**src/include/memSysDefs.svh**
```systemverilog
`ifndef MEM_SYS_DEFS_SVH
`define MEM_SYS_DEFS_SVH

// Lines in each direct-mapped cache
`define MS_LINES 16

// Words per cache block, also the length of one bus burst
`define MS_BLOCK_WORDS 4

// Cycles from the request edge to the first ready pulse
`define MS_MEM_LATENCY 2

// Depth of the simulation memory in words
`define MS_MEM_WORDS 1024

// Initial memory word at word address a is a ^ this pattern
`define MS_INIT_XOR 32'h5a3c_96e1

`endif

```
**src/logic/memSysPkg.sv**
```systemverilog
`include "memSysDefs.svh"

package memSysPkg;

  // Field widths of a byte address
  localparam int idxBits   = $clog2(`MS_LINES);
  localparam int offBits   = $clog2(`MS_BLOCK_WORDS);
  localparam int tagBits   = 32 - idxBits - offBits - 2;
  // Block address carried on the bus
  localparam int blockBits = 26;

  // Cache view of an address
  typedef struct packed {
    logic [tagBits-1:0] tag;
    logic [idxBits-1:0] index;
    logic [offBits-1:0] offset;
    logic [1:0]         byteSel;
  } addrFields_t;

  // Same word, raw for the bus side or split for the caches
  typedef union packed {
    logic [31:0] raw;
    addrFields_t fields;
  } memAddr_u;

  // Requester to memory, held stable for a whole burst
  typedef struct packed {
    logic                 request;
    logic                 write;
    logic [blockBits-1:0] blockAddr;
    logic [31:0]          wdata;
  } busReq_t;

  // Memory to requester, one ready pulse per word
  typedef struct packed {
    logic        ready;
    logic [31:0] rdata;
  } busRsp_t;

  // Core data port
  typedef struct packed {
    logic        read;
    logic        write;
    memAddr_u    addr;
    logic [31:0] wdata;
    logic [3:0]  byteMask;
  } dataReq_t;

endpackage

```
**src/logic/instrCache.sv**
```systemverilog
`timescale 1ns/1ps
`include "memSysDefs.svh"

module instrCache (
  input  logic               clk,
  input  logic               rstN,
  input  logic [31:0]        pc,
  output logic [31:0]        instr,
  output logic               iStall,
  output memSysPkg::busReq_t busReq,
  input  memSysPkg::busRsp_t busRsp
);

  import memSysPkg::*;

  typedef enum logic {stReady, stRefill} iState_t;

  iState_t state;
  memAddr_u pcAddr;
  logic [tagBits-1:0] tags [`MS_LINES];
  logic [31:0] lines [`MS_LINES][`MS_BLOCK_WORDS];
  logic [`MS_LINES-1:0] valid;
  logic [idxBits-1:0] idx;
  logic [1:0] wordCnt;
  logic hit;
  logic lastWord;

  assign pcAddr.raw = pc;
  assign idx = pcAddr.fields.index;

  // Lookup and read are both combinational on pc
  assign hit    = valid[idx] && (tags[idx] == pcAddr.fields.tag);
  assign instr  = lines[idx][pcAddr.fields.offset];
  // Low during reset, then any miss or refill stalls the fetch
  assign iStall = rstN && (!hit || (state == stRefill));

  assign lastWord = busRsp.ready && (wordCnt == 2'(`MS_BLOCK_WORDS - 1));

  // Read-only side, so every burst is a refill of the block holding pc
  always_comb begin
    busReq.request   = (state == stRefill);
    busReq.write     = 1'b0;
    busReq.blockAddr = pcAddr.raw[blockBits+offBits+1 -: blockBits];
    busReq.wdata     = '0;
  end

  always_ff @(posedge clk or negedge rstN) begin
    if (!rstN) begin
      state   <= stReady;
      wordCnt <= '0;
      valid   <= '0;
    end else begin
      case (state)
        stReady: if (!hit) state <= stRefill;
        stRefill: begin
          if (busRsp.ready) begin
            wordCnt <= lastWord ? '0 : wordCnt + 1'b1;
          end
          // Line becomes usable on the edge of its last word
          if (lastWord) begin
            valid[idx] <= 1'b1;
            state      <= stReady;
          end
        end
        default: state <= stReady;
      endcase
    end
  end

  // Fill words in beat order
  always_ff @(posedge clk) begin
    if ((state == stRefill) && busRsp.ready) begin
      lines[idx][wordCnt] <= busRsp.rdata;
      if (lastWord) begin
        tags[idx] <= pcAddr.fields.tag;
      end
    end
  end

  // A refill never fetches a line that is already present
  assert property (@(posedge clk) disable iff (!rstN)
    $rose(busReq.request) |-> !(valid[idx] && (tags[idx] == pcAddr.fields.tag)))
    else $error("instruction refill started for a line already valid");

endmodule

```
**config.mk**
```make
export PLATFORM = sky130hd
export DESIGN_NAME = instrCache
export DESIGN_NICKNAME = d
export VERILOG_FILES = /design/src/logic/memSysPkg.sv /design/src/logic/instrCache.sv
export VERILOG_INCLUDE_DIRS = /design/src /design/src/include
export SDC_FILE = /design/constraint.sdc
export NUM_CORES = 2
export LEC_CHECK = 0
export ABC_AREA = 1
export BUFFER_PORTS_ARGS = -buffer_cell sky130_fd_sc_hd__buf_2
export CORE_ASPECT_RATIO = 0.8
export CORE_MARGIN = 1
export CORE_UTILIZATION = 45
export DETAILED_ROUTE_END_ITERATION = 10
export PLACE_DENSITY = 0.65
export SLEW_MARGIN = 25
export SYNTH_ARGS = -nofsm -noshare
export SYNTH_HDL_FRONTEND = slang
export SYNTH_SLANG_ARGS = --single-unit
```
**constraint.sdc**
```tcl
create_clock -name clk -period 4.9 [get_ports clk]
set_input_delay 0.49 -clock clk [delete_from_list [all_inputs] [get_ports clk]]
set_output_delay 0.49 -clock clk [all_outputs]
set_load 0.005 [all_outputs]
```
==> key figures <==
Critical path
  • CP required: 4.41 ns
  • CP Launch Point: pc[6]
  • Crit-path cells: buf_2 > inv_1 > nand2_4 > clkinv_2 > buf_4 > nand2_1 > nand2_1 > nor2_1 > nor2_1 > nor2_1 > nand2_1 > nor2_1 > nand3_1 > nor2_1 > nor2_1 > buf_2
  • Critical path depth: 16
  • CP top delay family: simple AND/OR/NAND/NOR gates
  • Kind of launch point of the worst setup path: input port
  • Largest stage delay, worst path: 0.48 ns
  • WP buf/inv: 5
  • CP max-delay cell: nand2_4
  • R2r startpoint: state
  • Worst Reg2Reg Path Length in Cells: 6
  • CP dominant cell by count: nor2_1
  • Crit-path max FO: 28
  • Critical path arrival: 3.61 ns
  • CP Capture Type: output pin
  • Crit Path Class: in2out

Final layout
  • Final instance area: 106000 um^2
  • Post-layout net count: 6498
  • Layout cell share with drive strength beyond 1: between 10% and 20%
  • Commonest cells after routing, fill and taps aside: edfxtp_1 (2432), nand2_1 (1543), a22oi_1 (862)
  • Area delta synth->final: 13.6%
  • End-of-flow core utilization: 51.8%
  • Most common cell after layout, fill and taps aside: edfxtp_1

Drt
  • ANT nets after route: 0
  • Pre-antenna DRT Iters: 6
  • # DRC: 0
  • Initial DRC count: 7073
  • Vias per cell: 5.96
  • Vias: 55500
  • Routed WL per cell: about 27 um
  • Post-Route WL: 251000 um

Place
  • Placed Instance Area: 98100 um^2
  • Final HPWL DP: 133000 um
  • PortBufs: about 120
  • GPL Wtd Cong: 0.788

Logic synthesis
  • Synthesized area: 93100 um^2
  • Post-synth top flop: edfxtp_1
  • Synth async-reset ratio: less than 1%
  • Post-synth EDFFs: 2432
  • Syn_area_per_cell: 14.9 um^2
  • Post-synthesis register bit count: 2451
  • Sequential fraction of the synthesis area: 78.9%
  • Count of different cell masters after synthesis: 35
  • Syn Inst Count: 6235
  • Ys Warns: 0

Global routing
  • Vias in the first global route: 52700
  • GRT Overall Usage: roughly a quarter
  • Gr ovfl total: 0
  • Largest net degree at the start of global routing: approximately 100
  • First-pass GRT wire length: approximately 360000 um
  • Antenna violations before repair: 6

Timing
  • Relative slew margins: between 20% and 30%
  • Max Slew Vio Count: 0
  • Clock Skews: 0.0482 ns
  • RSZ-0062 raised after global routing: false
  • Final hold violations: 0
  • Final worst path period share: 83.7%
  • Setup TNS Final: 0 ns
  • Final setup viols: 0
  • Fin crit period: roughly 4 ns
  • Hold WS: about 0.033 ns
  • FMAX: around 240 MHz
  • Slew @ Worst Pin: roughly 1.1 ns

Min path
  • Worst Hold Depth: 1
  • Hold_sp: pc[15]
  • Worst hold path class: in2reg

Die
  • Row cnt: 148
  • DIE AREA: 209000 um^2
  • Die width: 511 um
  • I/O pin cnt: 160
  • Starting Density: 45.6%
  • Core Area: 204000 um^2
  • Die H: 409 um

Power
  • Total power: 43.6 mW
  • VDD IR max: 0.372 mV
  • Pleak: 34.9 nW
  • Power Density: between 400 and 500 nW/um^2

CTS
  • CTS H-Tree Depth: 4
  • Maximum root-to-sink buffer count: 3
  • CTS tree: done
  • CTS root buf: clkbuf_16
  • CTS Buf Count: 224
  • Clk pin slew, worst setup/hold paths: 0.07 ns
  • Clock latency on the worst-skew pair: 0.90 ns
  • Clock Sinks: 2451

Job
  • Max-cap violations: 0

Outcome
  • Outcome: complete, no violations
[cells by family after synthesis]
family	count (synthesis)	share of synthesized area, %
AOI/OAI and AO/OA	1486	10.8
adders and majority gates	4	0.0537
buffers and inverters	475	2.65
DFF	2451	78.9
other	1	0.00403
and+or+nand+nor	1818	7.55
[registers in the layout, indices dropped and copies added (netlist names)]
name     cells
lines     2048
state        1
tags       384
valid       16
wordCnt      2
[power by group]
part           leakage, nW  switching, mW  internal, mW
Sequential            22.1         0.0825          23.4
Clock                 3.54           7.75          9.71
Combinational         9.25           2.00         0.685
Total                 34.9           9.83          33.8
[timing repair]
item / 4_1_cts / 5_1_grt
resized for setup: 0 / 0
hold endpoints to repair: 251 / 17
hold buffers: 17 / 1
setup buffers: 0 / 0
[per-layer routing]
| layer | global-route usage, % | routed length (um) | share of wire [%] | vias up |
|---|---|---|---|---|
| li1 | - | - | - | 24100 |
| met1 | 34.4 | 106000 | 42 | 28200 |
| met2 | 36.2 | 115000 | 46 | 2824 |
| met3 | 4.31 | 23800 | 9.5 | 356 |
| met4 | 6.52 | 6110 | 2.4 | 2 |
| met5 | 0 | 13 | 0.0052 | - |
[per-stage QoR]
stage / setup slack [ns] / cells
after CTS: 0.838 / 9308
final: 0.799 / 9317
after global placement: 0.835 / 8875
after global routing: 0.698 / 9316
after detailed placement: 0.808 / 8880
after floorplan: 1.50 / 6267
[area by class of cell]
class	instances	area (um^2)
inverters	34	159
multi-input cells	3341	17900
clock inverters	144	1550
fillers	16500	98600
diodes	5	12.5
clock buffers	267	5790
flip-flops and latches	2451	73500
well taps	2700	3380
repair buffers	375	3480
[synth_stat cells (35+ instances only)]
cell | number | area [um^2]
clkbuf_1 | 125 | 469
nor2_1 | 137 | 514
nand2_1 | 1545 | 5800
nor3_1 | 79 | 395
a31oi_1 | 130 | 813
a22oi_1 | 862 | 6470
o41ai_1 | 44 | 385
nand3_1 | 35 | 175
buf_4 | 68 | 510
edfxtp_1 | 2432 | 73000
a21oi_1 | 374 | 1870
buf_2 | 210 | 1050
[final timing paths]
kind / end / slack, ns
worst max-delay path: iStall / 0.80
worst min-delay path: tags[2][7] / 0.03
worst max register to register: lines[4][37] / 1.74
worst min register to register: valid[12] / 0.47
max in group asynchronous: valid[0] / 4.33
min in group asynchronous: valid[2] / 0.17
(Power assumes the default switching activity.)
