$ cat config.mk
export PLATFORM = sky130hd
export DESIGN_NAME = dataCacheCtrl
export DESIGN_NICKNAME = d
export VERILOG_FILES = /design/src/logic/memSysPkg.sv /design/src/logic/dataCacheCtrl.sv
export VERILOG_INCLUDE_DIRS = /design/src /design/src/include
export SDC_FILE = /design/constraint.sdc
export NUM_CORES = 1
export LEC_CHECK = 0
export BUFFER_PORTS_ARGS = -buffer_cell sky130_fd_sc_hd__buf_2
export CORE_AREA = 2 2 88 90
export CTS_CLUSTER_DIAMETER = 50
export DETAILED_ROUTE_END_ITERATION = 16
export DIE_AREA = 0 0 90 92
export PLACE_DENSITY_LB_ADDON = 0.12
export SKIP_LAST_GASP = 1
export SYNTH_ARGS = -nofsm -noshare
export SYNTH_HDL_FRONTEND = slang
export SYNTH_SLANG_ARGS = --single-unit
$ cat constraint.sdc
create_clock -name clk -period 1.65 [get_ports clk]
set_clock_uncertainty 0.15 [all_clocks]
set_input_delay 0.33 -clock clk [delete_from_list [all_inputs] [get_ports clk]]
set_output_delay 0.33 -clock clk [all_outputs]
set_load 0.05 [all_outputs]
$ cat src/include/memSysDefs.svh
`ifndef MEM_SYS_DEFS_SVH
`define MEM_SYS_DEFS_SVH

// Lines in each direct-mapped cache
`define MS_LINES 16

// Words per cache block, also the length of one bus burst
`define MS_BLOCK_WORDS 4

// Cycles from the request edge to the first ready pulse
`define MS_MEM_LATENCY 2

// Depth of the simulation memory in words
`define MS_MEM_WORDS 1024

// Initial memory word at word address a is a ^ this pattern
`define MS_INIT_XOR 32'h5a3c_96e1

`endif

$ cat src/logic/memSysPkg.sv
`include "memSysDefs.svh"

package memSysPkg;

  // Field widths of a byte address
  localparam int idxBits   = $clog2(`MS_LINES);
  localparam int offBits   = $clog2(`MS_BLOCK_WORDS);
  localparam int tagBits   = 32 - idxBits - offBits - 2;
  // Block address carried on the bus
  localparam int blockBits = 26;

  // Cache view of an address
  typedef struct packed {
    logic [tagBits-1:0] tag;
    logic [idxBits-1:0] index;
    logic [offBits-1:0] offset;
    logic [1:0]         byteSel;
  } addrFields_t;

  // Same word, raw for the bus side or split for the caches
  typedef union packed {
    logic [31:0] raw;
    addrFields_t fields;
  } memAddr_u;

  // Requester to memory, held stable for a whole burst
  typedef struct packed {
    logic                 request;
    logic                 write;
    logic [blockBits-1:0] blockAddr;
    logic [31:0]          wdata;
  } busReq_t;

  // Memory to requester, one ready pulse per word
  typedef struct packed {
    logic        ready;
    logic [31:0] rdata;
  } busRsp_t;

  // Core data port
  typedef struct packed {
    logic        read;
    logic        write;
    memAddr_u    addr;
    logic [31:0] wdata;
    logic [3:0]  byteMask;
  } dataReq_t;

endpackage

$ cat src/logic/dataCacheCtrl.sv
`timescale 1ns/1ps
`include "memSysDefs.svh"

module dataCacheCtrl (
  input  logic                              clk,
  input  logic                              rstN,
  input  memSysPkg::dataReq_t               dataReq,
  input  logic                              hit,
  input  logic                              victimDirty,
  input  logic [memSysPkg::tagBits-1:0]     victimTag,
  input  logic [31:0]                       evictData,
  output logic [1:0]                        wordIdx,
  output logic                              fillWe,
  output logic                              storeWe,
  output logic                              dStall,
  output memSysPkg::busReq_t                busReq,
  input  memSysPkg::busRsp_t                busRsp
);

  import memSysPkg::*;

  typedef enum logic [1:0] {stLookup, stWriteBack, stRefill} dState_t;

  dState_t state;
  logic access;
  logic miss;
  logic lastPulse;
  // One idle bus cycle between write-back and refill bursts
  logic pause;
  logic [tagBits+idxBits-1:0] victimBlock;

  assign access    = dataReq.read || dataReq.write;
  assign miss      = access && !hit;
  assign lastPulse = busRsp.ready && (wordIdx == 2'(`MS_BLOCK_WORDS - 1));

  assign dStall  = (state != stLookup) || miss;
  assign storeWe = (state == stLookup) && dataReq.write && hit;
  assign fillWe  = (state == stRefill) && busRsp.ready;

  // Victim lives at the same index under its old tag
  assign victimBlock = {victimTag, dataReq.addr.fields.index};

  always_comb begin
    busReq.request   = (state != stLookup) && !pause;
    busReq.write     = (state == stWriteBack);
    busReq.blockAddr = (state == stWriteBack) ? victimBlock[blockBits-1:0]
                                              : dataReq.addr.raw[blockBits+offBits+1 -: blockBits];
    // Array word at wordIdx, valid while the matching pulse is high
    busReq.wdata     = evictData;
  end

  always_ff @(posedge clk or negedge rstN) begin
    if (!rstN) begin
      state   <= stLookup;
      wordIdx <= '0;
      pause   <= 1'b0;
    end else begin
      pause <= 1'b0;
      if (busRsp.ready) begin
        wordIdx <= lastPulse ? '0 : wordIdx + 1'b1;
      end
      case (state)
        stLookup: if (miss) state <= victimDirty ? stWriteBack : stRefill;
        stWriteBack: begin
          if (lastPulse) begin
            state <= stRefill;
            pause <= 1'b1;
          end
        end
        // Back to lookup, where the held access now hits
        stRefill: if (lastPulse) state <= stLookup;
        default: state <= stLookup;
      endcase
    end
  end

  assert property (@(posedge clk) disable iff (!rstN) !(storeWe && fillWe))
    else $error("store and refill wrote the data array together");

  // Installed line must satisfy the access held by the core
  assert property (@(posedge clk) disable iff (!rstN)
    (state == stRefill) && lastPulse |=> hit)
    else $error("data access missed right after its refill");

endmodule

==> metrics.yaml <==
power_and_ir_drop:
  power_leakage_nw: 0.738
  p_per_area_nw_per_um2: 1100
  p_comb_share_pct: 74.6
  power.switching_mw: 0.759
  ir_drop_v: 0.000682
  seqPwrFrac_pct: 11.8
  p_int_mw: 0.873
  swShare_pct: 46.5
  p_total_mw: 1.63
  clkPwrFrac_pct: 13.6
status:
  violations: "setup timing"
  status: "finished, violations left"
sta:
  fmax_ghz: 0.506
  slew_headroom_pct: 82.1
  rsz0062_at_grt: "yes"
  worst_pin_slew_ns: 0.271
  finalCriticalPeriod_ns: 1.98
  finalWorstSetupSlack_ns: -0.326
  setup_viol: 27
  timing.final.crit_share_pct: 120
  holdWs_ns: 0.253
  finalHoldViolCount: 0
  finalMaxSlewViolations: 0
logic_synthesis:
  synth_cell_types: 20
  synth_seq_cells: 5
  syn_nets: 249
  synth.yosys.seq_area_share_pct: 14.1
  ys_warn_count: 0
  syn_area_per_cell_um2: 10.4
  synth_cells: 85
  netlist_area_um2: 886
clocking:
  tritoncts: "yes"
  clk_pin_slew_worst_paths_ns: 0.03
  cts_buffers: 3
  cts_root_buffer: "clkbuf_8"
  htreeDepth: 1
  cts.sink_count: 5
  clock_latency_ns: 0.22
  clk_path_buf_depth: 2
routing:
  drt_iter0_drc: 0
  wl_per_cell_um: 12.2
  firstDrtPassIters: 1
  drt_wl_total_um: 2940
  avgViaCountPerCell: 3.33
  final_antenna_net_count: 0
  drc: 0
  vias: 805
run:
  cap_violations: 0
global_routing:
  grt_pass1_vias: 805
  grtUsageTotal_pct: 5.89
  antenna_found_initial: 0
  grt_max_degree: 12
  overflow: 0
  grt_pass1_wl_um: 3970
critical_path:
  end_kind: "output port"
  critPathLaunchType: "flop"
  arrival_ns: 1.50
  crit_fanout: 7
  worstPathRequired_ns: 1.17
  critPathKind: "flop to output port"
floorplanning:
  die_y_um: 92
  rows: 32
  core_um2: 7450
  die_area_um2: 8280
  die_w_um: 90
  num_io_pins: 228
  initial_core_util_pct: 11.9
layout:
  synthToLayoutAreaGrowth_pct: 68.1
  final_util_pct: 20.0
  fin_nets: 305
  drive_above_1_share_pct: 85.7
  final_design_area_no_fill_um2: 1490
  n_antenna_cell: 0
placement:
  place_hpwl_um: 2230
  port_buffers: 79
  gp_congestion: 0.701
  dpl_cell_area_um2: 1130
min_path:
  hp-class: "input port to flop"
[cells in the mapped netlist, drive strengths merged]
cell type,n,area [um^2]
a21oi,1,5.00
and3,3,18.8
and3b,1,8.76
buf,39,322
dfrtp,5,125
ha,1,12.5
mux2,23,327
mux2i,1,10.0
nand2,3,11.3
nand2b,1,6.26
nand3,1,5.00
nor2,2,7.51
nor2b,1,6.26
o21ai,1,5.00
o21bai,1,7.51
or3b,1,8.76
[logic make-up (layout without fill, tap and decap cells)]
family | Yosys count | in the layout | share of synthesized area, %
buffers and inverters | 39 | 94 | 36.3
multiplexers | 24 | 24 | 38.0
AND/OR/NAND/NOR | 13 | 13 | 8.19
flip-flops | 5 | 5 | 14.1
AO/OA/AOI/OAI | 3 | 3 | 1.98
adder cells (fa/ha/maj) | 1 | 1 | 1.41
[critical path: stages (launching register included)]
cell and delay (ns):
dfrtp_1 0.39, nor2b_4 0.21, buf_6 0.19, mux2_4 0.32, buf_8 0.15
[sequential cells by signal, summed over array words and instances, names as in the netlist]
name	count
pause	1
state	2
wordIdx	2
[power by group through the flow]
stage	Sequential, mW	Combinational (mW)	Clock, mW
6_report	0.193	1.22	0.222
3_5_place_dp	0.190	0.933	0
4_1_cts	0.195	1.21	0.228
2_1_floorplan	0.262	0.853	0
5_1_grt	0.200	1.28	0.239
3_3_place_gp	0.190	0.935	0
[layout by cell type, fill, tap and decap left out, drive strengths merged]
cell	count
nand2b	1
mux2	23
nor2	2
nand3	1
clkbuf	4
dlygate4sd3	1
nor2b	1
buf	89
mux2i	1
dfrtp	5
nand2	3
or3b	1
a21oi	1
o21bai	1
ha	1
o21ai	1
and3b	1
and3	3
[worst paths after layout]
check	cells after the start	endpoint	slack [ns]	startpoint
setup / recovery	4	busReq[56]	-0.33	state[1]
hold / removal	2	wordIdx[0]	0.25	busRsp[32]
setup reg to reg	7	state[1]	0.14	state[1]
hold reg to reg	1	wordIdx[0]	0.36	wordIdx[0]
max in group asynchronous	2	wordIdx[1]	0.91	rstN
min in group asynchronous	2	pause	0.31	rstN
[through the flow]
stage,setup WS [ns],TNS (ns),cells
CTS,-0.370,-8.32,243
floorplan,-0.0616,-0.684,85
global route,-0.374,-8.89,242
detailed placement,-0.186,-3.48,231
finish,-0.326,-7.66,242
global placement,-0.185,-3.48,231
[timing repair]
| item | 4_1_cts | 5_1_grt |
|---|---|---|
| gates cloned | 2 | 0 |
| hold buffers | 1 | 0 |
| resized for setup | 67 | 15 |
| buffers inserted | 5 | 2 |
| hold endpoints to repair | 5 | 0 |
| endpoints found under the setup margin | 27 | 27 |
| pin swaps | 2 | 2 |
[area by class of cell]
cell class              instances  area (um^2)
fillers                       839         5960
repair buffers                 90          712
flip-flops and latches          5          125
well taps                     102          128
clock buffers                   4         45.0
multi-input cells              41          479
[layer usage]
metal | vias to the layer above | track usage (%) | wire length, um | share of wire, %
li1 | 360 | - | - | -
met1 | 367 | 5.49 | 968 | 33
met2 | 70 | 12.0 | 1600 | 54
met3 | 8 | 2.38 | 349 | 12
met4 | 0 | 1.15 | 21 | 0.71
met5 | - | 0 | 0 | 0
Power figures use the tool's default switching activity.
