File: src/include/memSysDefs.svh
`ifndef MEM_SYS_DEFS_SVH
`define MEM_SYS_DEFS_SVH

// Lines in each direct-mapped cache
`define MS_LINES 16

// Words per cache block, also the length of one bus burst
`define MS_BLOCK_WORDS 4

// Cycles from the request edge to the first ready pulse
`define MS_MEM_LATENCY 2

// Depth of the simulation memory in words
`define MS_MEM_WORDS 1024

// Initial memory word at word address a is a ^ this pattern
`define MS_INIT_XOR 32'h5a3c_96e1

`endif

File: src/logic/memSysPkg.sv
`include "memSysDefs.svh"

package memSysPkg;

  // Field widths of a byte address
  localparam int idxBits   = $clog2(`MS_LINES);
  localparam int offBits   = $clog2(`MS_BLOCK_WORDS);
  localparam int tagBits   = 32 - idxBits - offBits - 2;
  // Block address carried on the bus
  localparam int blockBits = 26;

  // Cache view of an address
  typedef struct packed {
    logic [tagBits-1:0] tag;
    logic [idxBits-1:0] index;
    logic [offBits-1:0] offset;
    logic [1:0]         byteSel;
  } addrFields_t;

  // Same word, raw for the bus side or split for the caches
  typedef union packed {
    logic [31:0] raw;
    addrFields_t fields;
  } memAddr_u;

  // Requester to memory, held stable for a whole burst
  typedef struct packed {
    logic                 request;
    logic                 write;
    logic [blockBits-1:0] blockAddr;
    logic [31:0]          wdata;
  } busReq_t;

  // Memory to requester, one ready pulse per word
  typedef struct packed {
    logic        ready;
    logic [31:0] rdata;
  } busRsp_t;

  // Core data port
  typedef struct packed {
    logic        read;
    logic        write;
    memAddr_u    addr;
    logic [31:0] wdata;
    logic [3:0]  byteMask;
  } dataReq_t;

endpackage

File: src/logic/dataCacheArray.sv
`timescale 1ns/1ps
`include "memSysDefs.svh"

module dataCacheArray (
  input  logic                          clk,
  input  logic                          rstN,
  input  memSysPkg::dataReq_t           dataReq,
  input  logic [1:0]                    wordIdx,
  input  logic                          fillWe,
  input  logic                          storeWe,
  input  logic [31:0]                   fillData,
  output logic                          hit,
  output logic                          victimDirty,
  output logic [memSysPkg::tagBits-1:0] victimTag,
  output logic [31:0]                   rdata,
  output logic [31:0]                   evictData
);

  import memSysPkg::*;

  logic [tagBits-1:0] tags [`MS_LINES];
  logic [31:0] lines [`MS_LINES][`MS_BLOCK_WORDS];
  logic [`MS_LINES-1:0] valid;
  logic [`MS_LINES-1:0] dirty;
  logic [idxBits-1:0] idx;
  logic lastFill;

  assign idx      = dataReq.addr.fields.index;
  assign lastFill = fillWe && (wordIdx == 2'(`MS_BLOCK_WORDS - 1));

  assign hit         = valid[idx] && (tags[idx] == dataReq.addr.fields.tag);
  assign victimDirty = valid[idx] && dirty[idx];
  assign victimTag   = tags[idx];
  assign rdata       = lines[idx][dataReq.addr.fields.offset];
  // Word streamed out during write-back
  assign evictData   = lines[idx][wordIdx];

  always_ff @(posedge clk) begin
    if (fillWe) begin
      lines[idx][wordIdx] <= fillData;
      if (lastFill) begin
        tags[idx] <= dataReq.addr.fields.tag;
      end
    end else if (storeWe) begin
      // Merge only the enabled byte lanes
      for (int b = 0; b < 4; b++) begin
        if (dataReq.byteMask[b]) begin
          lines[idx][dataReq.addr.fields.offset][8*b +: 8] <= dataReq.wdata[8*b +: 8];
        end
      end
    end
  end

  always_ff @(posedge clk or negedge rstN) begin
    if (!rstN) begin
      valid <= '0;
      dirty <= '0;
    end else if (lastFill) begin
      // Fresh line matches memory
      valid[idx] <= 1'b1;
      dirty[idx] <= 1'b0;
    end else if (storeWe) begin
      dirty[idx] <= 1'b1;
    end
  end

endmodule

File: config.mk
export PLATFORM = sky130hd
export DESIGN_NAME = dataCacheArray
export DESIGN_NICKNAME = d
export VERILOG_FILES = /design/src/logic/memSysPkg.sv /design/src/logic/dataCacheArray.sv
export VERILOG_INCLUDE_DIRS = /design/src /design/src/include
export SDC_FILE = /design/constraint.sdc
export NUM_CORES = 2
export LEC_CHECK = 0
export BUFFER_PORTS_ARGS = -buffer_cell sky130_fd_sc_hd__buf_2
export CORE_MARGIN = 1.5
export CORE_UTILIZATION = 50
export DETAILED_ROUTE_END_ITERATION = 10
export PLACE_DENSITY_LB_ADDON = 0.2
export SYNTH_ARGS = -nofsm -noshare
export SYNTH_HDL_FRONTEND = slang
export SYNTH_SLANG_ARGS = --single-unit
File: constraint.sdc
create_clock -name clk -period 9.5 [get_ports clk]
set_clock_uncertainty 0.15 [all_clocks]
set_input_delay 0.95 -clock clk [delete_from_list [all_inputs] [get_ports clk]]
set_output_delay 0.95 -clock clk [all_outputs]
set_load 0.02 [all_outputs]
==> impl_metrics.env <==
export IMPL_status="completed"
export IMPL_port_buffer_count=193
export IMPL_dp_hpwl_um=145000
export IMPL_fmaxAchievable_mhz=165
export IMPL_grt_antenna_before_repair=24
export IMPL_yosysWarnings=0
export IMPL_grt_max_degree=148
export IMPL_setup_viol=0
export IMPL_floorplan_die_height_um=445
export IMPL_fin_crit_sh_pct=63.8
export IMPL_ys_seq_area_share_pct=75.6
export IMPL_synthTopCellsByArea="edfxtp_1 (75%), mux4_2 (18%), mux2_2 (1.5%), nor2_1 (1.2%), dfrtp_1 (0.82%)"
export IMPL_async_reset_ff_share_pct=1.30
export IMPL_grt_overflow=0
export IMPL_grt_pass1_vias=46100
export IMPL_die_area_mm2=0.198
export IMPL_synth_area_leader_cell="edfxtp_1"
export IMPL_rows=162
export IMPL_relSlewSlack_pct=11.1
export IMPL_cts_clk_slew_worst_paths_ps=60
export IMPL_power_leakage_nw=34.0
export IMPL_cp_required_ps=8400
export IMPL_synth_edf_count=2432
export IMPL_preCtsSetupSlack_ps=3350
export IMPL_cp_start_kind="input port"
export IMPL_ant_nets=0
export IMPL_tightest_slew_ps=1330
export IMPL_post_cts_buffers=0
export IMPL_cap_viol_max_count=0
export IMPL_clockRootBuffer="clkbuf_16"
export IMPL_layout_nets=4627
export IMPL_grt_pass1_wl_um=336000
export IMPL_cts_tree="built"
export IMPL_drive_gt1_share_pct=33.8
export IMPL_ys_flop_type="edfxtp_1"
export IMPL_post_route_drc_count=0
export IMPL_worstSkewPairLatency_ps=870
export IMPL_grt_usage_pct=24.0
export IMPL_syn_inst=4261
export IMPL_yosysMostFrequentCell="edfxtp_1"
export IMPL_seqPwrFrac_pct=53.2
export IMPL_place_gp_congestion=0.823
export IMPL_syn_cell_area_mm2=0.0977
export IMPL_fin_tns_setup_ps=0
export IMPL_ys_ff_latch=2464
export IMPL_die_width_um=445
export IMPL_p_switching_mw=4.99
export IMPL_setup_slack_ps=3430
export IMPL_fin_crit_ps=6070
export IMPL_wire_per_inst_um=32.5
export IMPL_vias=45800
export IMPL_p_sw_share_pct=21.9
export IMPL_pwr_share_comb_pct=6.5
export IMPL_drv_slew=0
export IMPL_numCtsBuffers=235
export IMPL_drt_iter0_markers=5271
export IMPL_synth_avg_cell_area_um2=22.9
export IMPL_intPower_mw=17.8
export IMPL_cts_resized=0
export IMPL_crit_type="in2out"
export IMPL_ff2ff_path_depth=1
export IMPL_dp_cells=6823
export IMPL_hold_depth=1
export IMPL_rsz0062_at_grt="no"
export IMPL_cts_buffer_depth=3
export IMPL_max_vdd_ir_drop_v=0.000185
export IMPL_synth_distinct_cells=51
export IMPL_areaGrowthSynthToFinish_pct=11.8
export IMPL_first_pass_iters=6
export IMPL_synthTopCellsByCount="edfxtp_1 (2,432), mux4_2 (802), nor2_1 (308), mux2_2 (132), clkbuf_1 (117)"
export IMPL_routed_wl_um=236000
export IMPL_p_clk_share_pct=40.3
export IMPL_stdcell_count=7264
export IMPL_arrival_ps=4970
export IMPL_h_tree_depth=4
export IMPL_hold_class="in2reg"
export IMPL_io_pins=198
export IMPL_crit_fanout=92
export IMPL_cp_end_kind="output port"
export IMPL_core_area_mm2=0.195
export IMPL_final_hold_viol_count=0
export IMPL_powerDensity_mw_per_mm2=209
export IMPL_vias_per_cell=6.30
export IMPL_synth_top_cell_area_share_pct=74.7
export IMPL_cts_sinks=2464
export IMPL_start_util_pct=50.2
export IMPL_synth_nets=4369
routing by layer:
metal | up-vias | track usage (%) | wire [um]
met2 | 1862 | 38.7 | 117000
met5 | - | 0 | 47
met4 | 10 | 7.08 | 6630
met1 | 24900 | 33.9 | 95900
li1 | 18600 | - | -
met3 | 365 | 4.32 | 17100
final timing paths:
| check | from | endpoint | slack [ps] |
|---|---|---|---|
| max in group asynchronous | rstN | valid[0]$_DFFE_PN0P_ | 8110 |
| hold reg to reg | valid[15]$_DFFE_PN0P_ | valid[15]$_DFFE_PN0P_ | 310 |
| setup / recovery | dataReq[40] | rdata[21] | 3430 |
| hold / removal | dataReq[48] | tags[9][4]$_DFFE_PP_ | 300 |
| min in group asynchronous | rstN | valid[6]$_DFFE_PN0P_ | 610 |
| setup reg to reg | valid[10]$_DFFE_PN0P_ | valid[10]$_DFFE_PN0P_ | 8570 |
kinds of logic (layout without fill, tap and decap cells):
| group | count (synthesis) | count (layout) | share of synthesized area, % |
|---|---|---|---|
| simple gates | 423 | 423 | 1.79 |
| other cells | 0 | 11 | 0 |
| compound gates | 93 | 93 | 0.635 |
| xor+xnor | 30 | 30 | 0.269 |
| flops | 2464 | 2464 | 75.6 |
| mux | 992 | 992 | 20.6 |
| buf+inv | 259 | 709 | 1.14 |
metrics by stage:
stage | power, mW | util [%] | area (um^2) | hold slack, ps
after floorplan | 13.3 | - | 97700 | 284
after global placement | 13.8 | 52.2 | 102000 | 295
after detailed placement | 13.8 | 52.2 | 102000 | 299
after CTS | 22.9 | 56.1 | 109000 | 240
after global routing | 23.4 | 56.1 | 109000 | 282
final | 22.8 | 56.1 | 109000 | 302
critical path, stage by stage:
cell,delay (ps)
buf_8,510
buf_12,670
buf_12,620
mux4_2,600
mux4_2,570
mux4_2,520
buf_2,190
power groups by stage:
| stage | sequential (mW) | combinational, mW | clock (mW) |
|---|---|---|---|
| floorplan | 12.3 | 0.939 | 0 |
| finish | 12.1 | 1.49 | 9.19 |
| detailed placement | 12.3 | 1.50 | 0 |
| global route | 12.1 | 1.57 | 9.71 |
| global placement | 12.3 | 1.47 | 0 |
| CTS | 12.1 | 1.50 | 9.31 |
cell type report:
class,instances,area [um^2]
sequential,2464,73800
timing repair buffer,264,1630
clock inverter,149,1420
multi-input combinational,1538,23000
fill,14300,85400
tap,2542,3180
antenna,11,27.5
clock buffer,280,6110
inverter,16,67.6
registers in the layout, indices dropped and copies added, names as in the netlist, named ones only:
| signal | flops |
|---|---|
| lines | 2048 |
| tags | 384 |
| valid | 16 |
timing repair:
item,4_1_cts,5_1_grt
setup endpoints to repair,0,0
endpoints found under the hold margin,32,0
hold buffers,1,0
placed cells by master, fill, tap and decap left out, types with 9 or more instances in the layout:
cell type,netlist,layout
nand2_1,48,39
clkbuf_1,117,42
nor2_4,0,16
dfrtp_1,32,32
or2_2,19,19
a21oi_1,27,27
edfxtp_1,2432,2432
xor2_1,12,12
clkinv_1,1,56
xnor2_1,18,18
a22oi_1,12,12
buf_4,7,66
nor2_1,308,290
nand2_2,0,9
a31oi_1,12,12
inv_1,13,13
diode_2,0,11
clkbuf_16,0,238
mux4_2,802,802
bufinv_16,0,21
mux2_2,132,132
mux2i_1,58,58
o21ai_0,10,10
clkinv_2,0,54
buf_2,76,187
(Power assumes the default switching activity.)
