## config.mk

```make
export PLATFORM = sky130hd
export DESIGN_NAME = busArbiter
export DESIGN_NICKNAME = d
export VERILOG_FILES = /design/src/logic/memSysPkg.sv /design/src/logic/busArbiter.sv
export VERILOG_INCLUDE_DIRS = /design/src /design/src/include
export SDC_FILE = /design/constraint.sdc
export NUM_CORES = 1
export LEC_CHECK = 0
export ABC_AREA = 1
export CAP_MARGIN = 10
export CORE_AREA = 2 2 108 110
export DETAILED_ROUTE_END_ITERATION = 10
export DIE_AREA = 0 0 110 112
export DONT_BUFFER_PORTS = 1
export GPL_TIMING_DRIVEN = 1
export REMOVE_ABC_BUFFERS = 1
export SLEW_MARGIN = 25
export SYNTH_ARGS = -nofsm -noshare
export SYNTH_HDL_FRONTEND = slang
export SYNTH_SLANG_ARGS = --single-unit
```

## constraint.sdc

```tcl
create_clock -name clk -period 2.9 [get_ports clk]
set_input_delay 0.58 -clock clk [delete_from_list [all_inputs] [get_ports clk]]
set_output_delay 0.58 -clock clk [all_outputs]
set_load 0.005 [all_outputs]
```

## src/include/memSysDefs.svh

```systemverilog
`ifndef MEM_SYS_DEFS_SVH
`define MEM_SYS_DEFS_SVH

// Lines in each direct-mapped cache
`define MS_LINES 16

// Words per cache block, also the length of one bus burst
`define MS_BLOCK_WORDS 4

// Cycles from the request edge to the first ready pulse
`define MS_MEM_LATENCY 2

// Depth of the simulation memory in words
`define MS_MEM_WORDS 1024

// Initial memory word at word address a is a ^ this pattern
`define MS_INIT_XOR 32'h5a3c_96e1

`endif

```

## src/logic/memSysPkg.sv

```systemverilog
`include "memSysDefs.svh"

package memSysPkg;

  // Field widths of a byte address
  localparam int idxBits   = $clog2(`MS_LINES);
  localparam int offBits   = $clog2(`MS_BLOCK_WORDS);
  localparam int tagBits   = 32 - idxBits - offBits - 2;
  // Block address carried on the bus
  localparam int blockBits = 26;

  // Cache view of an address
  typedef struct packed {
    logic [tagBits-1:0] tag;
    logic [idxBits-1:0] index;
    logic [offBits-1:0] offset;
    logic [1:0]         byteSel;
  } addrFields_t;

  // Same word, raw for the bus side or split for the caches
  typedef union packed {
    logic [31:0] raw;
    addrFields_t fields;
  } memAddr_u;

  // Requester to memory, held stable for a whole burst
  typedef struct packed {
    logic                 request;
    logic                 write;
    logic [blockBits-1:0] blockAddr;
    logic [31:0]          wdata;
  } busReq_t;

  // Memory to requester, one ready pulse per word
  typedef struct packed {
    logic        ready;
    logic [31:0] rdata;
  } busRsp_t;

  // Core data port
  typedef struct packed {
    logic        read;
    logic        write;
    memAddr_u    addr;
    logic [31:0] wdata;
    logic [3:0]  byteMask;
  } dataReq_t;

endpackage

```

## src/logic/busArbiter.sv

```systemverilog
`timescale 1ns/1ps

module busArbiter (
  input  logic               clk,
  input  logic               rstN,
  input  memSysPkg::busReq_t instrReq,
  input  memSysPkg::busReq_t dataReq,
  output memSysPkg::busRsp_t instrRsp,
  output memSysPkg::busRsp_t dataRsp,
  output memSysPkg::busReq_t memReq,
  input  memSysPkg::busRsp_t memRsp
);

  // Grant is held while active, owner picks the side
  logic active;
  logic ownerData;
  logic selData;

  // Data side wins when the bus is free
  assign selData = active ? ownerData : dataReq.request;
  // Owner dropping its request leaves the bus idle for one cycle
  assign memReq  = selData ? dataReq : instrReq;

  always_comb begin
    instrRsp.rdata = memRsp.rdata;
    dataRsp.rdata  = memRsp.rdata;
    instrRsp.ready = memRsp.ready && !selData;
    dataRsp.ready  = memRsp.ready && selData;
  end

  always_ff @(posedge clk or negedge rstN) begin
    if (!rstN) begin
      active    <= 1'b0;
      ownerData <= 1'b0;
    end else begin
      active    <= memReq.request;
      ownerData <= selData;
    end
  end

  // Each word reaches exactly one side, and that side is still asking
  assert property (@(posedge clk) disable iff (!rstN)
    memRsp.ready |-> (instrRsp.ready ^ dataRsp.ready) && memReq.request)
    else $error("ready pulse routed to both sides or to an idle requester");

endmodule

```

==> results_dict.tcl, run 1 <==
set metrics [dict create \
    status "complete, no violations" \
    post_cts_buffers 0 \
    grt-ovfl-total 0 \
    period_needed_ps 2160 \
    fmax_mhz 464 \
    antennaDiodeCount 0 \
    cts.sinks 2 \
    fin_cells 343 \
    ys_top_cells_by_area "nand3_1, buf_4, nand2_1, buf_2, dfrtp_1" \
    cp-start-kind "register" \
    grt_max_degree 40 \
    routabilityCongestion 0.878 \
    critPathLaunch "active" \
    coreArea_um2 11200 \
    via_per_inst 4.87 \
    critPathKind "register to output pin" \
    drt-wirelength-per-cell_um 22.4 \
    antenna_found_initial 0 \
    drc 0 \
    cts_buffers 3 \
    via_count 1672 \
    required_ps 2320 \
    synthDistinctLibCells 11 \
    final_common_cell "nand3_1" \
    setup_violations 0 \
    finalSetupTns_ps 0 \
    grt_pass1_wl_mm 9.32 \
    syn2layout_area_growth_pct -17.6 \
    dieArea_um2 12300 \
    n_fill_cell 1305 \
    yosysWarnings 0 \
    hold_violations 0 \
    layout.nets 357 \
    tightestPinTransition_ps 533 \
    rr_startpoint "active" \
    die_y_um 112 \
    yosysTopAreaCellShare_pct 38.9 \
    worstReg2RegEnd "active" \
    hpwlAfterDp_mm 6.51 \
    rsz0062_at_grt "false" \
    first_pass_iters 4 \
    syn_area_um2 1530 \
    p_leak_uw 0.000652 \
    synth_area_leader_cell "nand3_1" \
    finalCritPeriodShare_pct 74.3 \
    cp_max_fo 35 \
    routed_wl_mm 7.70 \
    relSlewSlack_pct 64.4 \
    final_cell_mix "nand3_1, nand2_1, nand2_2, buf_12" \
    finClkSkew_ps 1.42 \
    seq_area_frac_synth_pct 3.27 \
    cp.arrival_ps 1580 \
    clkTransAtPathRegs_ps 30 \
    synth_area_per_cell_um2 5.45 \
    io_buffers 0 \
    finalInstanceArea_um2 1260 \
    placed_cells 340 \
    maxSlewViolCount 0 \
    drtIter0Drc 117 \
    ioPinCount 281 \
    ctsResizeCount 0 \
    p_per_area_nw_per_um2 840 \
    maxCapViolCount 0 \
    final_layout_size_suffix_gt1_share_pct 6.00 \
    holdBufCountCts 0 \
    reg2reg_slack_ps 1510 \
    place_area_um2 1190 \
    gr-usage-all-layers_pct 10.8 \
    cp-end-kind "output pin" \
    clk-insertion-delay-late_ps 220 \
    ant_nets 0 \
    tritoncts "done" \
    placementRows 39 \
    cts-htree-levels 1 \
    clock_path_buffers 2 \
    grt_pass1_vias 1333 \
    peakVddDrop_mv 0.284 \
    cts_root_buffer "clkbuf_16" \
    die_w_um 110 \
    synth_seq_cells 2 \
    start_util_pct 13.7 \
    synth_cells 281 \
    hold_class "input port to asynchronous set/reset pin" \
    r2r_cells 5 \
]
==> how the worst max path moves through the flow <==
stage / endpoint / slack, ps
global route: memReq[48] / 620
finish: memReq[0] / 740
floorplan: instrRsp[32] / 650
detailed placement: memReq[48] / 860
CTS: memReq[0] / 720
global placement: memReq[48] / 880
==> power by group <==
group	leakage, uW	internal, uW	total [uW]	switching, uW
Combinational	0.000591	249	804	555
Sequential	0.0000236	38.3	47.5	9.21
Clock	0.0000370	175	208	32.1
Total	0.000652	463	1060	596
==> area by class of cell <==
type / count / area (um^2) / area share (%)
multi-input combinational: 187 / 862 / 68.4
tap: 143 / 179 / 14.2
timing repair buffer: 4 / 80.1 / 6.35
clock buffer: 3 / 75.1 / 5.95
sequential: 2 / 50.0 / 3.97
inverter: 4 / 15.0 / 1.19
==> cells in the mapped netlist <==
cell type / count
dfrtp_1: 2
inv_1: 3
buf_2: 22
nor2_1: 1
nand2_1: 64
inv_2: 1
buf_4: 65
nand3_1: 119
buf_6: 1
a21oi_1: 1
nand2_2: 2
==> worst max-delay path, cell delays in order (launching register included) <==
cell and delay [ps]:
dfrtp_1 400, nand2_2 420, buf_12 250, nand3_1 100, nand2_1 150
==> cell families after synthesis <==
| group | share of synthesized area [%] |
|---|---|
| flops | 3.27 |
| simple gates | 55.6 |
| buf+inv | 40.8 |
| compound gates | 0.326 |
==> layer usage <==
metal	vias up	global-route usage [%]	part of all wire, %
met1	738	9.93	30
met5	-	1.26	0
met2	215	14.5	40
met3	8	13.9	29
li1	711	-	-
met4	0	2.78	1.3
==> stage by stage <==
step                total power, uW  worst slack (ps)  hold slack, ps  util [%]
global placement                848               879             285      10.6
CTS                            1080               724            52.6      11.3
finish                         1060               745            56.6      11.3
global route                   1180               616            49.1      11.3
detailed placement              864               857             285      10.6
floorplan                       621               653             284         -
==> sequential cells by signal, summed over array words and instances (netlist names) <==
name       flops
active         1
ownerData      1
Note: power is estimated with default switching activity, not from simulation.
==> run 2, diff against run 1 <==
==> constraint.sdc (replaced) <==
create_clock -name clk -period 2 [get_ports clk]
set_input_delay 0.4 -clock clk [delete_from_list [all_inputs] [get_ports clk]]
set_output_delay 0.4 -clock clk [all_outputs]
set_load 0.005 [all_outputs]
==> results_dict.tcl, run 2 (synthesis results as in run 1) <==
set metrics [dict create \
    power_switching_share_pct 57.2 \
    cts-htree-levels 1 \
    met2_length_mm 3.00 \
    cp-end-kind "output pin" \
    whs_endpoint "active" \
    ioPinCount 281 \
    reg.largest.list "active: 1 flops, ownerData: 1 flops" \
    maxCapViolCount 0 \
    via_per_inst 4.85 \
    status "complete, no violations" \
    cts_buffers 3 \
    placementRows 39 \
    final_layout_size_suffix_gt1_share_pct 7.80 \
    placed_cells 344 \
    worstReg2RegEnd "active" \
    ctsResizeCount 0 \
    clock_path_buffers 2 \
    grt_max_degree 36 \
    finClkSkew_ps 1.63 \
    setup_violations 0 \
    relSlewSlack_pct 75.0 \
    die_y_um 112 \
    drc 0 \
    rr_startpoint "active" \
    grt_pass1_vias 1303 \
    p_int_uw 641 \
    antennaDiodeCount 0 \
    holdBufCountCts 1 \
    clkTransAtPathRegs_ps 30 \
    cts.sinks 2 \
    p_seq_share_pct 4.6 \
    finalCritPeriodShare_pct 87.3 \
    p_clk_share_pct 20.1 \
    grt-ovfl-total 0 \
    antenna_found_initial 0 \
    gr-usage-all-layers_pct 10.6 \
    hold_depth 2 \
    fmax_mhz 573 \
    power_switching_uw 857 \
    multi_input_area_um2 862 \
    r2r_cells 5 \
    cp_max_fo 35 \
    hpwlAfterDp_mm 6.49 \
    io_buffers 0 \
    tritoncts "done" \
    p_leak_uw 0.000651 \
    syn2layout_area_growth_pct -18.3 \
    place_ws_ps 477 \
    finalSetupTns_ps 0 \
    first_pass_iters 6 \
    cts_root_buffer "clkbuf_16" \
    cp.arrival_ps 1350 \
    final_common_cell "nand3_1" \
    layout.nets 362 \
    dr.max_layer_used "met4" \
    setup_ws_ps 253 \
    post_cts_buffers 0 \
    seqCellArea_um2 50.0 \
    die_w_um 110 \
    drt-wirelength-per-cell_um 22.1 \
    critPathLaunch "active" \
    clk-insertion-delay-late_ps 220 \
    combPwrFrac_pct 75.3 \
    period_needed_ps 1750 \
    critPathKind "register to output pin" \
    final_cell_mix "nand3_1, nand2_1, buf_4" \
    cp-start-kind "register" \
    holdCritStartpoint "dataReq[59]" \
    rsz0062_at_grt "false" \
    drtIter0Drc 157 \
    wl_met1_mm 2.50 \
    p_per_area_nw_per_um2 1200 \
    hold_slack_ps 383 \
    fin_cells 348 \
    hold_violations 0 \
    hold_class "input port to register" \
    required_ps 1600 \
    tightestPinTransition_ps 374 \
    reg2reg_slack_ps 870 \
    coreArea_um2 11200 \
    ant_nets 0 \
    peakVddDrop_mv 0.356 \
    routabilityCongestion 0.839 \
    dieArea_um2 12300 \
    via_count 1687 \
    wl_met3_mm 2.06 \
    grt_pass1_wl_mm 9.20 \
    routed_wl_mm 7.68 \
    n_fill_cell 1307 \
    maxSlewViolCount 0 \
    start_util_pct 13.7 \
]
## run 2: changes by cell type in the layout (fill, tap and decap cells not counted)
cell / previous run / this run
dlygate4sd3_1: 0 / 1
buf_4: 0 / 8
buf_12: 4 / 0
## run 2: how the worst max path moves through the flow
stage	endpoint	slack [ps]	cells past startpoint
2_1_floorplan	instrRsp[32]	-70	3
3_3_place_gp	memReq[0]	450	5
3_5_place_dp	memReq[0]	480	5
4_1_cts	memReq[0]	230	5
5_1_grt	memReq[0]	150	5
6_report	memReq[0]	250	5
## run 2: area by class of cell
type | count | area share, %
repair buffers | 9 | 5.60
well taps | 143 | 14.3
flip-flops and latches | 2 | 4.00
inverters | 4 | 1.20
clock buffers | 3 | 6.00
multi-input cells | 187 | 68.9
## run 2: critical path: stages, from the launching register on
cell	delay (ps)
dfrtp_1	390
inv_2	60
nand2_2	70
buf_4	310
nand3_1	140
nand2_1	140
## run 2: metrics by stage
step,area (um^2),total power [uW],utilization (%)
4_1_cts,1250,1510,11.2
3_3_place_gp,1170,1180,10.4
5_1_grt,1250,1660,11.2
2_1_floorplan,922,900,-
6_report,1250,1500,11.2
3_5_place_dp,1170,1200,10.4
## run 2: power by group through the flow
stage	Sequential [uW]	Combinational, uW	Clock (uW)
after floorplan	63.9	837	0
after global placement	69.0	1120	0
after detailed placement	69.1	1130	0
after CTS	69.3	1130	305
after global routing	70.6	1280	309
final	68.9	1130	301
## run 2: routing by layer
metal	vias up	GRT usage [%]
met5	-	1.26
met4	0	2.78
met3	12	12.9
met2	214	13.9
met1	739	10.5
li1	722	-
==> run 3, diff against run 2 <==
==> constraint.sdc (replaced) <==
create_clock -name clk -period 2 [get_ports clk]
set_input_delay 0.4 -clock clk [delete_from_list [all_inputs] [get_ports clk]]
set_output_delay 0.4 -clock clk [all_outputs]
set_load 0.05 [all_outputs]
==> results_dict.tcl, run 3 (synthesis results as in run 1) <==
set metrics [dict create \
    status "complete, no violations" \
    clk-insertion-delay-late_ps 220 \
    start_util_pct 13.7 \
    ant_nets 0 \
    period_needed_ps 1870 \
    ioPinCount 281 \
    grt_max_degree 61 \
    cts.sinks 2 \
    finalInstanceArea_um2 2490 \
    drtIter0Drc 135 \
    antenna_found_initial 0 \
    cp_max_fo 60 \
    fin_cells 408 \
    placed_cells 404 \
    cp-start-kind "register" \
    n_fill_cell 1193 \
    grt_pass1_wl_mm 10.7 \
    routed_wl_mm 8.31 \
    finalSetupTns_ps 0 \
    power.total_uw 4980 \
    finalCritPeriodShare_pct 93.5 \
    die_w_um 110 \
    cp.arrival_ps 1470 \
    maxCapViolCount 0 \
    routabilityCongestion 0.896 \
    clock_path_buffers 2 \
    hold_slack_ps 429 \
    via_per_inst 4.64 \
    final_cell_mix "nand3_1, buf_12, nand2_1" \
    peakVddDrop_mv 0.584 \
    reg.largest.list "active: 1 flops, ownerData: 1 flops" \
    cts_buffers 3 \
    cp-end-kind "output pin" \
    first_pass_iters 4 \
    gr-usage-all-layers_pct 11.9 \
    dieArea_um2 12300 \
    coreArea_um2 11200 \
    antennaDiodeCount 0 \
    finClkSkew_ps 0.466 \
    clkTransAtPathRegs_ps 30 \
    tritoncts "done" \
    grt_pass1_vias 1668 \
    rsz0062_at_grt "false" \
    die_y_um 112 \
    cts-htree-levels 1 \
    drc 0 \
    hold_class "input port to asynchronous set/reset pin" \
    p_leak_uw 0.00123 \
    io_buffers 0 \
    place_area_um2 2400 \
    multi_input_area_um2 862 \
    final_common_cell "nand3_1" \
    ctsResizeCount 0 \
    final_layout_size_suffix_gt1_share_pct 28.7 \
    relSlewSlack_pct 66.9 \
    via_count 1893 \
    seqCellArea_um2 50.0 \
    hold_violations 0 \
    tightestPinTransition_ps 496 \
    fmax_mhz 535 \
    layout.nets 422 \
    post_cts_buffers 0 \
    placementRows 39 \
    drt-wirelength-per-cell_um 20.4 \
    cts_root_buffer "clkbuf_16" \
    setup_violations 0 \
    critPathKind "register to output pin" \
    hpwlAfterDp_mm 7.11 \
    required_ps 1600 \
    p_per_area_nw_per_um2 2000 \
    syn2layout_area_growth_pct 62.6 \
    maxSlewViolCount 0 \
    grt-ovfl-total 0 \
]
==> run 3: final timing paths <==
path / start / to / slack, ps / cells past startpoint
setup / recovery: active / memReq[59] / 130 / 4
hold / removal: rstN / active / 430 / 1
setup reg to reg: active / active / 500 / 5
hold reg to reg: ownerData / ownerData / 720 / 3
max in group asynchronous: rstN / ownerData / 1430 / 1
min in group clk: dataReq[59] / ownerData / 540 / 3
==> run 3: cell type report <==
type                    count  area share, %
multi-input cells         187           34.6
inverters                   4          0.603
flip-flops and latches      2           2.01
clock buffers               3           3.02
repair buffers             69           52.6
well taps                 143           7.19
==> run 3: worst max-delay path, cell delays in order (launching register included) <==
cell and delay [ps]:
dfrtp_1 400, nand2_2 100, buf_12 260, nand2_1 90, nand2_1 390
==> run 3: where the power goes <==
part           switching [uW]  leakage (uW)  total [uW]  internal [uW]
clock network            46.3     0.0000370         301            254
registers                12.6     0.0000236        68.2           55.5
logic                    2670       0.00117        4610           1950
==> run 3: repair_timing <==
action	CTS	global route
setup endpoints to repair	0	0
endpoints found under the hold margin	2	0
hold buffers	1	0
==> run 3: layer usage <==
| layer | part of all wire [%] | global-route usage, % | wire length [um] |
|---|---|---|---|
| met4 | 0.48 | 1.86 | 40 |
| met2 | 42 | 17.2 | 3470 |
| met1 | 32 | 10.9 | 2670 |
| met3 | 24 | 13.4 | 1980 |
| met5 | 1.8 | 10.1 | 152 |
==> run 3: per-stage QoR <==
stage / setup slack (ps) / util, %
2_1_floorplan: -632 / -
3_3_place_gp: 326 / 21.5
3_5_place_dp: 349 / 21.5
4_1_cts: 116 / 22.3
5_1_grt: 50.0 / 22.3
6_report: 130 / 22.3
